$ cat src/common/phaseCpu_config.svh
`ifndef PHASE_CPU_CONFIG_SVH
`define PHASE_CPU_CONFIG_SVH

// datapath and instruction sizes
`define WORD_WIDTH 9      // data word
`define INSTR_WIDTH 24    // one instruction word

// memories
`define PROG_DEPTH 32     // indexed by the low pc bits
`define REG_COUNT 8       // general registers r0..r7
`define DATA_DEPTH 16     // data words, top one is the port

// sequencing
`define PHASE_COUNT 6     // one-hot phases per slot

// io port lives in the data space
`define PORT_ADDR 4'hF

`endif

$ cat src/common/phaseCpuPkg.sv
`include "phaseCpu_config.svh"

package phaseCpuPkg;

  typedef logic [`WORD_WIDTH-1:0] word_t;     // data word, arithmetic is modulo 512
  typedef logic [`INSTR_WIDTH-1:0] instr_t;   // full instruction
  typedef logic signed [7:0] pc_t;            // relative jumps need a signed pc
  typedef logic [2:0] regAddr_t;              // register select
  typedef logic [3:0] dataAddr_t;             // data memory select
  typedef logic [`PHASE_COUNT-1:0] phase_t;   // one-hot phase ring

  // opcode field, bits 23..20 of the instruction
  typedef enum logic [3:0] {
    NOP  = 4'h0,
    LD   = 4'h1,   // load from data memory or port
    ADD  = 4'h2,
    SUB  = 4'h3,
    INC  = 4'h4,
    DEC  = 4'h5,
    COP  = 4'h6,   // copy operand b
    MUL  = 4'h7,
    AND  = 4'h8,
    XOR  = 4'h9,
    JUMP = 4'hA,   // unconditional, one slot
    JZ   = 4'hB,   // conditional jumps take two slots
    JG   = 4'hC,
    JL   = 4'hD
  } opcode_t;

  // status from the last alu operation
  typedef struct packed {
    logic z;   // result zero
    logic l;   // a < b, signed
    logic g;   // a > b, signed
  } flags_t;

endpackage

$ cat src/fetch/fetchUnit.sv
`timescale 1ns/1ps
`include "phaseCpu_config.svh"

module fetchUnit (
  input  logic                             clk,
  input  logic                             rst,
  input  logic                             run,
  input  logic                             progWrite,
  input  logic [$clog2(`PROG_DEPTH)-1:0]   progAddr,
  input  phaseCpuPkg::instr_t              progData,
  input  phaseCpuPkg::flags_t              flags,
  output phaseCpuPkg::phase_t              phase,
  output phaseCpuPkg::instr_t              instr
);
  import phaseCpuPkg::*;

  localparam int ProgAddrBits = $clog2(`PROG_DEPTH);

  instr_t  progMem [`PROG_DEPTH];   // loaded while run is low
  pc_t     pc;                      // signed, wraps modulo 256
  logic    pass;                    // set between the two slots of a conditional jump
  instr_t  fetched;
  opcode_t fetchedOp;
  pc_t     offset;                  // bits 19..12 of a jump
  logic    condTaken;

  assign fetched   = progMem[pc[ProgAddrBits-1:0]];  // only the low bits index memory
  assign fetchedOp = opcode_t'(fetched[23:20]);
  assign offset    = pc_t'(fetched[19:12]);

  // flag tested by the conditional jump being fetched
  always_comb
  begin
    case (fetchedOp)
      JZ:      condTaken = flags.z;
      JL:      condTaken = flags.l;
      JG:      condTaken = flags.g;
      default: condTaken = 1'b0;
    endcase
  end

  // phase ring, parks in phase 0 while run is low but finishes a started slot
  always_ff @(posedge clk or posedge rst)
  begin
    if (rst)
      phase <= phase_t'(1);
    else if (run || !phase[0])
      phase <= {phase[`PHASE_COUNT-2:0], phase[`PHASE_COUNT-1]};
  end

  always_ff @(posedge clk)
  begin
    if (progWrite && !run)
      progMem[progAddr] <= progData;   // loader port
  end

  always_ff @(posedge clk)
  begin
    if (run && phase[0])
      instr <= fetched;   // held for the rest of the slot
  end

  // pc update happens in phase 0 together with the fetch
  always_ff @(posedge clk or posedge rst)
  begin
    if (rst)
    begin
      pc   <= '0;
      pass <= 1'b0;
    end
    else if (run && phase[0])
    begin
      case (fetchedOp)
        JUMP: pc <= pc + offset;   // pass left as is
        JZ, JL, JG:
        begin
          if (!pass)
            pass <= 1'b1;          // first slot, pc stays on the jump
          else if (condTaken)
          begin
            pc   <= pc + offset;
            pass <= 1'b0;
          end
          else
            pc <= pc + pc_t'(1);   // fall through to the next word
        end
        default:
        begin
          pc   <= pc + pc_t'(1);
          pass <= 1'b0;
        end
      endcase
    end
  end

endmodule

$ cat src/rtl/decodeUnit.sv
`timescale 1ns/1ps

module decodeUnit (
  input  logic                   clk,
  input  logic                   rst,
  input  phaseCpuPkg::phase_t    phase,
  input  phaseCpuPkg::instr_t    instr,
  output phaseCpuPkg::regAddr_t  wAddr,
  output phaseCpuPkg::regAddr_t  rAddr,
  output phaseCpuPkg::dataAddr_t dAddr,
  output logic                   regDat,
  output logic                   regOp,
  output logic                   rdNwrt,
  output phaseCpuPkg::opcode_t   aluControl
);
  import phaseCpuPkg::*;

  opcode_t instrOp;
  opcode_t opcode;   // registered in phase 1
  logic    isJump;

  assign instrOp = opcode_t'(instr[23:20]);
  assign isJump  = instrOp inside {JUMP, JZ, JG, JL};

  // address fields, phase 1
  always_ff @(posedge clk)
  begin
    if (phase[1])
    begin
      wAddr  <= instr[18:16];   // also operand a
      rAddr  <= instr[14:12];   // operand b
      regDat <= instr[15];      // 1 alu result, 0 data word
      dAddr  <= instr[11:8];
    end
  end

  always_ff @(posedge clk or posedge rst)
  begin
    if (rst)
    begin
      opcode     <= NOP;
      regOp      <= 1'b0;
      rdNwrt     <= 1'b1;
      aluControl <= NOP;
    end
    else
    begin
      if (phase[1])
      begin
        opcode <= instrOp;
        regOp  <= isJump ? 1'b0 : instr[6];   // offset bits overlap these fields
        rdNwrt <= isJump ? 1'b1 : instr[5];   // a jump never writes memory
      end
      if (phase[2])
      begin
        case (opcode)
          ADD, SUB, INC, DEC, COP, MUL, AND, XOR: aluControl <= opcode;
          default: aluControl <= NOP;   // LD, jumps, unused codes
        endcase
      end
    end
  end

endmodule

$ cat src/datapath/registerFile.sv
`timescale 1ns/1ps
`include "phaseCpu_config.svh"

module registerFile (
  input  logic                  clk,
  input  phaseCpuPkg::phase_t   phase,
  input  phaseCpuPkg::regAddr_t wAddr,
  input  phaseCpuPkg::regAddr_t rAddr,
  input  logic                  regDat,
  input  logic                  regOp,
  input  phaseCpuPkg::word_t    result,
  input  phaseCpuPkg::word_t    dataWord,
  output phaseCpuPkg::word_t    opA,
  output phaseCpuPkg::word_t    opB
);
  import phaseCpuPkg::*;

  word_t regs [`REG_COUNT];   // r0..r7, programs load their own values

  // operand read in phase 2
  always_ff @(posedge clk)
  begin
    if (phase[2])
    begin
      opA <= regs[wAddr];   // destination doubles as operand a
      opB <= regs[rAddr];
    end
  end

  // write-back in phase 5, after alu and memory have settled
  always_ff @(posedge clk)
  begin
    if (phase[5] && regOp)
      regs[wAddr] <= regDat ? result : dataWord;
  end

endmodule

$ cat src/datapath/alu.sv
`timescale 1ns/1ps

module alu (
  input  logic                 clk,
  input  logic                 rst,
  input  phaseCpuPkg::phase_t  phase,
  input  phaseCpuPkg::opcode_t aluControl,
  input  phaseCpuPkg::word_t   opA,
  input  phaseCpuPkg::word_t   opB,
  output phaseCpuPkg::word_t   result,
  output phaseCpuPkg::flags_t  flags
);
  import phaseCpuPkg::*;

  word_t nextResult;

  // all results wrap at 9 bits
  always_comb
  begin
    case (aluControl)
      ADD:     nextResult = opA + opB;
      SUB:     nextResult = opA - opB;
      INC:     nextResult = opA + word_t'(1);
      DEC:     nextResult = opA - word_t'(1);
      COP:     nextResult = opB;
      MUL:     nextResult = opA * opB;   // low half of the unsigned product
      AND:     nextResult = opA & opB;
      XOR:     nextResult = opA ^ opB;
      default: nextResult = result;      // NOP holds
    endcase
  end

  // result and flags register in phase 3
  always_ff @(posedge clk or posedge rst)
  begin
    if (rst)
    begin
      result <= '0;
      flags  <= '0;
    end
    else if (phase[3])
    begin
      result <= nextResult;
      if (aluControl != NOP)
      begin
        flags.z <= (nextResult == '0);
        flags.l <= $signed(opA) < $signed(opB);   // signed compare for JL
        flags.g <= $signed(opA) > $signed(opB);
      end
    end
  end

endmodule

$ cat src/datapath/dataMemory.sv
`timescale 1ns/1ps
`include "phaseCpu_config.svh"

module dataMemory (
  input  logic                   clk,
  input  logic                   rst,
  input  phaseCpuPkg::phase_t    phase,
  input  phaseCpuPkg::dataAddr_t dAddr,
  input  logic                   rdNwrt,
  input  phaseCpuPkg::word_t     storeData,
  input  phaseCpuPkg::word_t     portIn,
  output phaseCpuPkg::word_t     dataWord,
  output phaseCpuPkg::word_t     portOut,
  output logic                   portWrite
);
  import phaseCpuPkg::*;

  word_t mem [`DATA_DEPTH];
  logic  isPort;   // top address maps to the port

  assign isPort = (dAddr == `PORT_ADDR);

  // memory access in phase 3
  always_ff @(posedge clk)
  begin
    if (phase[3])
    begin
      if (rdNwrt)
        dataWord <= isPort ? portIn : mem[dAddr];
      else if (!isPort)
        mem[dAddr] <= storeData;
    end
  end

  // port store, strobe lasts one cycle since phase 3 does
  always_ff @(posedge clk or posedge rst)
  begin
    if (rst)
    begin
      portOut   <= '0;
      portWrite <= 1'b0;
    end
    else
    begin
      portWrite <= phase[3] && !rdNwrt && isPort;
      if (phase[3] && !rdNwrt && isPort)
        portOut <= storeData;   // held until the next port store
    end
  end

endmodule

$ cat src/rtl/phaseCpu.sv
`timescale 1ns/1ps
`include "phaseCpu_config.svh"

module phaseCpu (
  input  logic                             clk,
  input  logic                             rst,
  input  logic                             run,
  input  logic                             progWrite,
  input  logic [$clog2(`PROG_DEPTH)-1:0]   progAddr,
  input  phaseCpuPkg::instr_t              progData,
  input  phaseCpuPkg::word_t               portIn,
  output phaseCpuPkg::word_t               portOut,
  output logic                             portWrite
);
  import phaseCpuPkg::*;

  phase_t    phase;       // shared phase ring
  instr_t    instr;       // latched in phase 0
  regAddr_t  wAddr;
  regAddr_t  rAddr;
  dataAddr_t dAddr;
  logic      regDat;
  logic      regOp;
  logic      rdNwrt;
  opcode_t   aluControl;
  word_t     opA;
  word_t     opB;         // also the store data
  word_t     result;
  word_t     dataWord;    // memory or port read
  flags_t    flags;

  // fetch, pc and phase sequencing
  fetchUnit i_fetch (
    .clk(clk), .rst(rst), .run(run),
    .progWrite(progWrite), .progAddr(progAddr), .progData(progData),
    .flags(flags), .phase(phase), .instr(instr)
  );

  decodeUnit i_decode (
    .clk(clk), .rst(rst), .phase(phase), .instr(instr),
    .wAddr(wAddr), .rAddr(rAddr), .dAddr(dAddr),
    .regDat(regDat), .regOp(regOp), .rdNwrt(rdNwrt), .aluControl(aluControl)
  );

  registerFile i_regs (
    .clk(clk), .phase(phase), .wAddr(wAddr), .rAddr(rAddr),
    .regDat(regDat), .regOp(regOp), .result(result), .dataWord(dataWord),
    .opA(opA), .opB(opB)
  );

  alu i_alu (
    .clk(clk), .rst(rst), .phase(phase), .aluControl(aluControl),
    .opA(opA), .opB(opB), .result(result), .flags(flags)
  );

  // data memory with the port at the top address
  dataMemory i_dmem (
    .clk(clk), .rst(rst), .phase(phase), .dAddr(dAddr), .rdNwrt(rdNwrt),
    .storeData(opB), .portIn(portIn), .dataWord(dataWord),
    .portOut(portOut), .portWrite(portWrite)
  );

endmodule

$ cat config.mk
export PLATFORM = sky130hd
export DESIGN_NAME = phaseCpu
export DESIGN_NICKNAME = d
export VERILOG_FILES = /design/src/common/phaseCpuPkg.sv /design/src/fetch/fetchUnit.sv /design/src/rtl/decodeUnit.sv /design/src/datapath/registerFile.sv /design/src/datapath/alu.sv /design/src/datapath/dataMemory.sv /design/src/rtl/phaseCpu.sv
export VERILOG_INCLUDE_DIRS = /design/src /design/src/common
export SDC_FILE = /design/constraint.sdc
export NUM_CORES = 1
export LEC_CHECK = 0
export BUFFER_PORTS_ARGS = -buffer_cell sky130_fd_sc_hd__buf_4
export CAP_MARGIN = 20
export CORE_UTILIZATION = 45
export CTS_CLUSTER_SIZE = 10
export DETAILED_ROUTE_END_ITERATION = 10
export PLACE_DENSITY_LB_ADDON = 0.15
export SETUP_SLACK_MARGIN = 0.15
export SLEW_MARGIN = 25
export SYNTH_ARGS = -nofsm -noshare
export SYNTH_HDL_FRONTEND = slang
export SYNTH_SLANG_ARGS = --single-unit
$ cat constraint.sdc
create_clock -name clk -period 10.45 [get_ports clk]
set_clock_uncertainty 0.1 [all_clocks]
set_input_delay 0.5225 -clock clk [delete_from_list [all_inputs] [get_ports clk]]
set_output_delay 0.5225 -clock clk [all_outputs]
set_load 0.05 [all_outputs]
==> run metrics, run 1 <==
status=completed; Pre-antenna DRT Iters=6; Ys Warns=0; unrepaired setup endpoints after global routing=false; CP required=10.88 ns; relative slew slack=0.289; Final ANT Viol Nets=0; CTS resizes=0; row count=104; Pins Over Slew Limit=0; leading cell type in the layout, fill and taps excluded=edfxtp_1; Syn-to-layout area delta=12.8%; crit end category=flip-flop; f_max=195 MHz; worst IR drop on VDD=~140 uV; Least-Margin Pin Slew=1.06 ns; global route overflow=0; input/output buffers=44; pwr/cell area=between 150 and 200 nW/um^2; Routed WL per cell=around 25 um; Sum Neg Setup Slack=0 ns; vias in the first global route=20121; fraction of registers with async set/reset=0.0510; Post-Syn Instances=2139; Worst Reg-to-Reg Cells=18; M2 GR Usage=0.366; Starting DRT DRC Count=1602; synthesized cell area=36700 um^2; commonest non-fill, non-tap cells in the layout=815 x edfxtp_1, 140 x mux4_2, 139 x mux2i_1; ys flop type=edfxtp_1; Post-synth EDFFs=815; Worst R2R Start=i_regs.opB[1]; global routing's busiest layer=met2; I/O pins=between 50 and 60; crit path launch type=flip-flop; Hold Path Class=input pin to flip-flop; sequential area share after synthesis=0.699; H-tree depth=3; syn_area_per_cell=roughly 17 um^2; first-pass GRT wire length=about 130 mm; GRT met1 Usage=0.265; total core area=around 80000 um^2; Synth cell types=81; min cycle time layout=5.12 ns; Num Clock Sinks=863; met3 Use GR=0.0286; Bufs on Longest Clock Path=3; Nets=2362; crit path DAT=5.55 ns; Tot GR Track Use=0.209; Die X=roughly 290 um; Setup-failing EPs final=0; CTS clock-pin slew for the worst setup and hold paths=0.06 ns; routability cong.=0.867; R2R Path End=i_alu.flags[2]; CTS tree=done; largest net degree at the start of global routing=99; Tot Pwr=6.91 mW; CP endpoint=i_alu.flags[2]; final core occ=0.514; Initial Util=0.455; CTS root buf=clkbuf_16; maxcap violations=0; share of cells above drive strength 1=0.215; DRC Markers=0; final cell count without fillers=3358; vias=19223; final hold viol count=0; kind of critical path=flip-flop to flip-flop; Worst Path Max Fanout=17; hpwl dp=approximately 52 mm; R2R setup slack=5.33 ns; fin crit share=0.490; drt total wl=84.9 mm; antenna violations before repair=1; CTS buffer count=98; clk_lat worst skew=0.67 ns; Via density=about 5.7; placed cells=about 3200; worst setup path start=i_regs.opB[1]; die height=288 um; die area=82700 um^2; FF+latch count, synth=between 800 and 900; Lkg Pwr=about 13 nW
==> state kept, by name, summed over array words and instances (netlist names), 17 cells and up, named ones only <==
signal,flops
i_fetch.progMem,544
i_fetch.instr,17
i_dmem.mem,144
i_regs.regs,72
==> critical path, cell delays in order, from the launching register on <==
cell      delay, ns
edfxtp_1       0.71
buf_4          0.31
nand2_1        0.10
fa_1           0.52
inv_1          0.04
ha_1           0.26
ha_1           0.28
inv_1          0.04
fa_1           0.47
inv_1          0.04
ha_1           0.20
fa_1           0.47
a21o_1         0.18
a21oi_1        0.17
xnor2_1        0.15
xnor2_1        0.16
a221oi_1       0.33
a21oi_1        0.14
o41ai_1        0.32
==> Yosys cell counts, types with 4 or more instances <==
cell type    n  area (um^2)
a21oi_1     58          290
o221ai_1    38          333
nor2b_1     10         62.6
buf_2       23          115
nor3b_1      4         30.0
buf_1       17         63.8
nand3_1     27          135
a22oi_1     17          128
o21a_1       6         45.0
dfxtp_1      4         80.1
clkbuf_1    64          240
o21ai_0     58          290
mux2i_1    139         1390
xor2_1       8         70.1
a21o_1      10         75.1
mux2_2      60          676
dfrtp_1     42         1050
mux4_2     140         3150
edfxtp_1   815        24500
a22o_1       4         35.0
a31oi_1      6         37.5
nand2_1    109          409
nand4_1      7         43.8
nand3b_1     6         45.0
and3_1       6         37.5
xnor2_1     29          254
or3_1        7         43.8
and2_1       9         56.3
a221oi_1     5         43.8
nand2b_1    16          100
or3b_2       6         52.6
ha_1        49          613
fa_1        21          420
o22ai_1     19          119
o31ai_1      4         30.0
nor2_1     157          589
nor3_1      14         70.1
mux4_1       8          210
inv_1       57          214
==> metrics by stage <==
stage / hold WS (ns) / area (um^2) / setup WS, ns
after floorplan: 0.300 / 36800 / 5.85
after global placement: 0.302 / 38600 / 5.30
after detailed placement: 0.305 / 38600 / 5.30
after CTS: 0.0320 / 41400 / 5.25
after global routing: 0.0473 / 41400 / 4.91
final: 0.0493 / 41400 / 5.33
==> report_power, final <==
part	total [mW]	internal [mW]	switching [mW]
Sequential	3.79	3.78	0.00317
Combinational	0.0668	0.0155	0.0513
Clock	3.06	1.78	1.28
==> how the worst min path moves through the flow <==
| stage | startpoint | end | slack (ns) | depth (start not counted) |
|---|---|---|---|---|
| global route | run | i_fetch.phase[1] | 0.05 | 2 |
| finish | run | i_fetch.phase[1] | 0.05 | 2 |
| detailed placement | i_fetch.instr[14] | i_decode.rAddr[2] | 0.30 | 0 |
| floorplan | i_fetch.instr[12] | i_decode.rAddr[0] | 0.30 | 0 |
| global placement | i_fetch.instr[13] | i_decode.rAddr[1] | 0.30 | 0 |
| CTS | rst | i_fetch.pc[0] | 0.03 | 2 |
==> per-layer routing <==
layer	vias to the layer above	wire length, um
met3	167	3650
met5	-	0
met4	0	3000
met1	9894	34400
li1	8655	-
met2	507	43800
==> kinds of logic (layout without fill, tap and decap cells) <==
family,count (synthesis),in the layout,synth area share
xor+xnor,37,37,0.00883
compound gates,260,260,0.0478
mux,348,348,0.148
flops,863,863,0.699
buf+inv,165,315,0.0181
simple gates,395,395,0.0500
fa+ha+maj,70,70,0.0281
other cells,1,10,0.000102
==> repair_timing <==
item / 4_1_cts / 5_1_grt
endpoints found under the setup margin: 0 / 0
setup buffers: 0 / 0
hold endpoints to repair: 0 / 32
hold buffers: 0 / 1
==> cell type report <==
class / instances / area, um^2
diodes: 1 / 2.50
clock buffers: 135 / 2610
clock inverters: 12 / 205
fillers: 6571 / 39200
inverters: 59 / 225
multi-input cells: 1119 / 10600
flip-flops and latches: 863 / 25700
well taps: 1060 / 1330
repair buffers: 109 / 833
No activity file was read; power rests on OpenSTA's default activity.
==> run 2, diff against run 1 <==
==> constraint.sdc (replaced) <==
create_clock -name clk -period 4.6 [get_ports clk]
set_clock_uncertainty 0.1 [all_clocks]
set_input_delay 0.23 -clock clk [delete_from_list [all_inputs] [get_ports clk]]
set_output_delay 0.23 -clock clk [all_outputs]
set_load 0.05 [all_outputs]
==> run metrics, run 2 (synthesis results as in run 1) <==
Syn-to-layout area delta=15.2%; CTS clock-pin slew for the worst setup and hold paths=0.06 ns (about the same); Final ANT Viol Nets=0 (unchanged); largest net degree at the start of global routing=70 (-29%); vias in the first global route=20352 (+1.1%); die height=288 um (unchanged); maxcap violations=0 (unchanged); Initial Util=0.455 (unchanged); Via density=5.74 (+0.29%); placed cell area=39000 um^2 (+1.0%); Die X=288 um (unchanged); Routed WL per cell=25.7 um (+1.5%); routability cong.=0.883 (+1.8%); worst path buffer plus inverter count=3 (-1); Worst path slowest cell=fa_1; largest register by flop count=i_fetch.progMem; die area=82700 um^2 (unchanged); fin crit share=0.954 (+0.464); Filler Cell Count=6451 (-1.8%); kind of critical path=flip-flop to flip-flop; row count=104 (unchanged); Reg area=25700 um^2 (about the same); worst IR drop on VDD=351 uV (+150%); Sum Neg Setup Slack=0 ns (unchanged); failing checks=design-rule violations; unrepaired setup endpoints after global routing=true; Starting DRT DRC Count=1522 (-5.0%); H-tree depth=3 (unchanged); CTS root buf=clkbuf_16; antenna violations before repair=1 (unchanged); Tot GR Track Use=0.217 (+0.00785); Num Clock Sinks=863 (unchanged); Least-Margin Pin Slew=1.02 ns (-0.0433 ns); Setup-failing EPs final=0 (unchanged); first-pass GRT wire length=131 mm (+3.5%); number of flip-flops in the largest register=544 (unchanged); Pins Over Slew Limit=0 (unchanged); commonest non-fill, non-tap cells in the layout=815 x edfxtp_1, 152 x buf_4, 140 x mux4_2; CP required=5.06 ns (-5.82 ns); final hold viol count=0 (unchanged); total core area=80700 um^2 (unchanged); crit path DAT=4.84 ns (-0.71 ns); Pre-antenna DRT Iters=8 (+2); post-route design area=42300 um^2 (+2.1%); CTS buffer count=98 (unchanged); status=complete, but fails checks; pwr/cell area=373 nW/um^2 (+120%); crit path launch type=flip-flop; crit-path cells=nand2_2 > fa_1 > inv_1 > fa_1 > ha_1 > inv_1 > fa_1 > inv_2 > fa_2 > a21o_1 > a21oi_2 > xnor2_2 > xnor2_1 > a221oi_2 > a21oi_2 > o41ai_2; clk_lat worst skew=0.68 ns (about the same); relative slew slack=0.318 (+0.0291); Largest stage delay, worst path=0.54 ns (-0.17 ns); crit-path most repeated cell=fa_1; Hold Path Class=input pin to async pin; I/O pins=52 (unchanged); f_max=228 MHz (+17%); area of the multi-input gates=10700 um^2 (+1.2%); top flop regs=i_fetch.progMem (544), i_dmem.mem (144), i_regs.regs (72); Nets=2441 (+3.3%); CTS tree=done; Bufs on Longest Clock Path=3 (unchanged); crit end category=flip-flop; DRC Markers=4 (+4); drt total wl=88.0 mm (+3.7%); global route overflow=0 (unchanged); input/output buffers=44 (unchanged); final hold slack=0.0994 ns (+0.0501 ns); Lkg Pwr=13.8 nW (+3.1%); vias=19697 (+2.5%); hpwl dp=55.6 mm (+7.7%); delay-heaviest family, CP=adder cells; leading cell type in the layout, fill and taps excluded=edfxtp_1; min cycle time layout=4.39 ns (-0.734 ns); share of cells above drive strength 1=0.237 (+0.0220); Worst Path Max Fanout=6 (-11); diode count=0 (-1)
## run 2: cell types whose count changed in the layout (fill, tap and decap cells not counted), moves of 7 or more
cell           delta
nor2_1            +7
nor2_2           -10
dlygate4sd3_1    +27
buf_4            +45
## run 2: final cells by class
cell class	instances	area share
tap	1060	0.0314
clock buffer	131	0.0614
timing repair buffer	188	0.0370
multi-input combinational	1119	0.253
sequential	863	0.607
clock inverter	11	0.00506
inverter	59	0.00536
## run 2: worst paths after layout
path	startpoint	endpoint	slack, ns	cells past startpoint
max	i_regs.opB[0]	i_alu.flags[2]	0.21	16
min	rst	i_fetch.pass	0.1	3
max reg2reg	i_regs.opB[0]	i_alu.flags[2]	0.21	16
min reg2reg	i_fetch.instr[17]	i_decode.wAddr[1]	0.31	0
max in group asynchronous	rst	i_fetch.pc[2]	3.80	3
min in group clk	progAddr[3]	i_fetch.progMem[7][20]	0.24	4
## run 2: where the power goes
part           leakage, nW  switching [mW]  internal [mW]
clock network         1.35            2.97           4.02
logic                 4.50           0.124         0.0502
registers             7.97         0.00718           8.59
total                 13.8            3.10           12.7
## run 2: per-layer routing
layer	vias to the layer above	wire length (um)	part of all wire	GRT usage
li1	8801	-	-	-
met5	-	0	0	0
met4	0	2880	0.033	0.0787
met3	164	3890	0.044	0.0293
met2	506	44000	0.50	0.364
met1	10226	37300	0.42	0.290
## run 2: metrics by stage
step / worst slack, ns / util / total power [mW] / std cells
2_1_floorplan: 0.164 / - / 8.79 / 2147
3_3_place_gp: 0.00962 / 0.483 / 8.90 / 3251
3_5_place_dp: 0.0136 / 0.483 / 8.91 / 3251
4_1_cts: 0.129 / 0.522 / 15.9 / 3426
5_1_grt: 0.0703 / 0.524 / 16.2 / 3431
6_report: 0.212 / 0.524 / 15.8 / 3431
## run 2: tightest hold or removal path: stages
cell and delay [ns]:
dlygate4sd3_1 0.53, buf_4 0.14, inv_4 0.45
## run 2: timing repair
item                                    in CTS  in global routing
hold buffers                                28                  0
pin swaps                                    4                 21
setup buffers                                5                  3
endpoints found under the setup margin       3                  4
gates resized for setup                      1                 21
endpoints found under the hold margin      601                  0
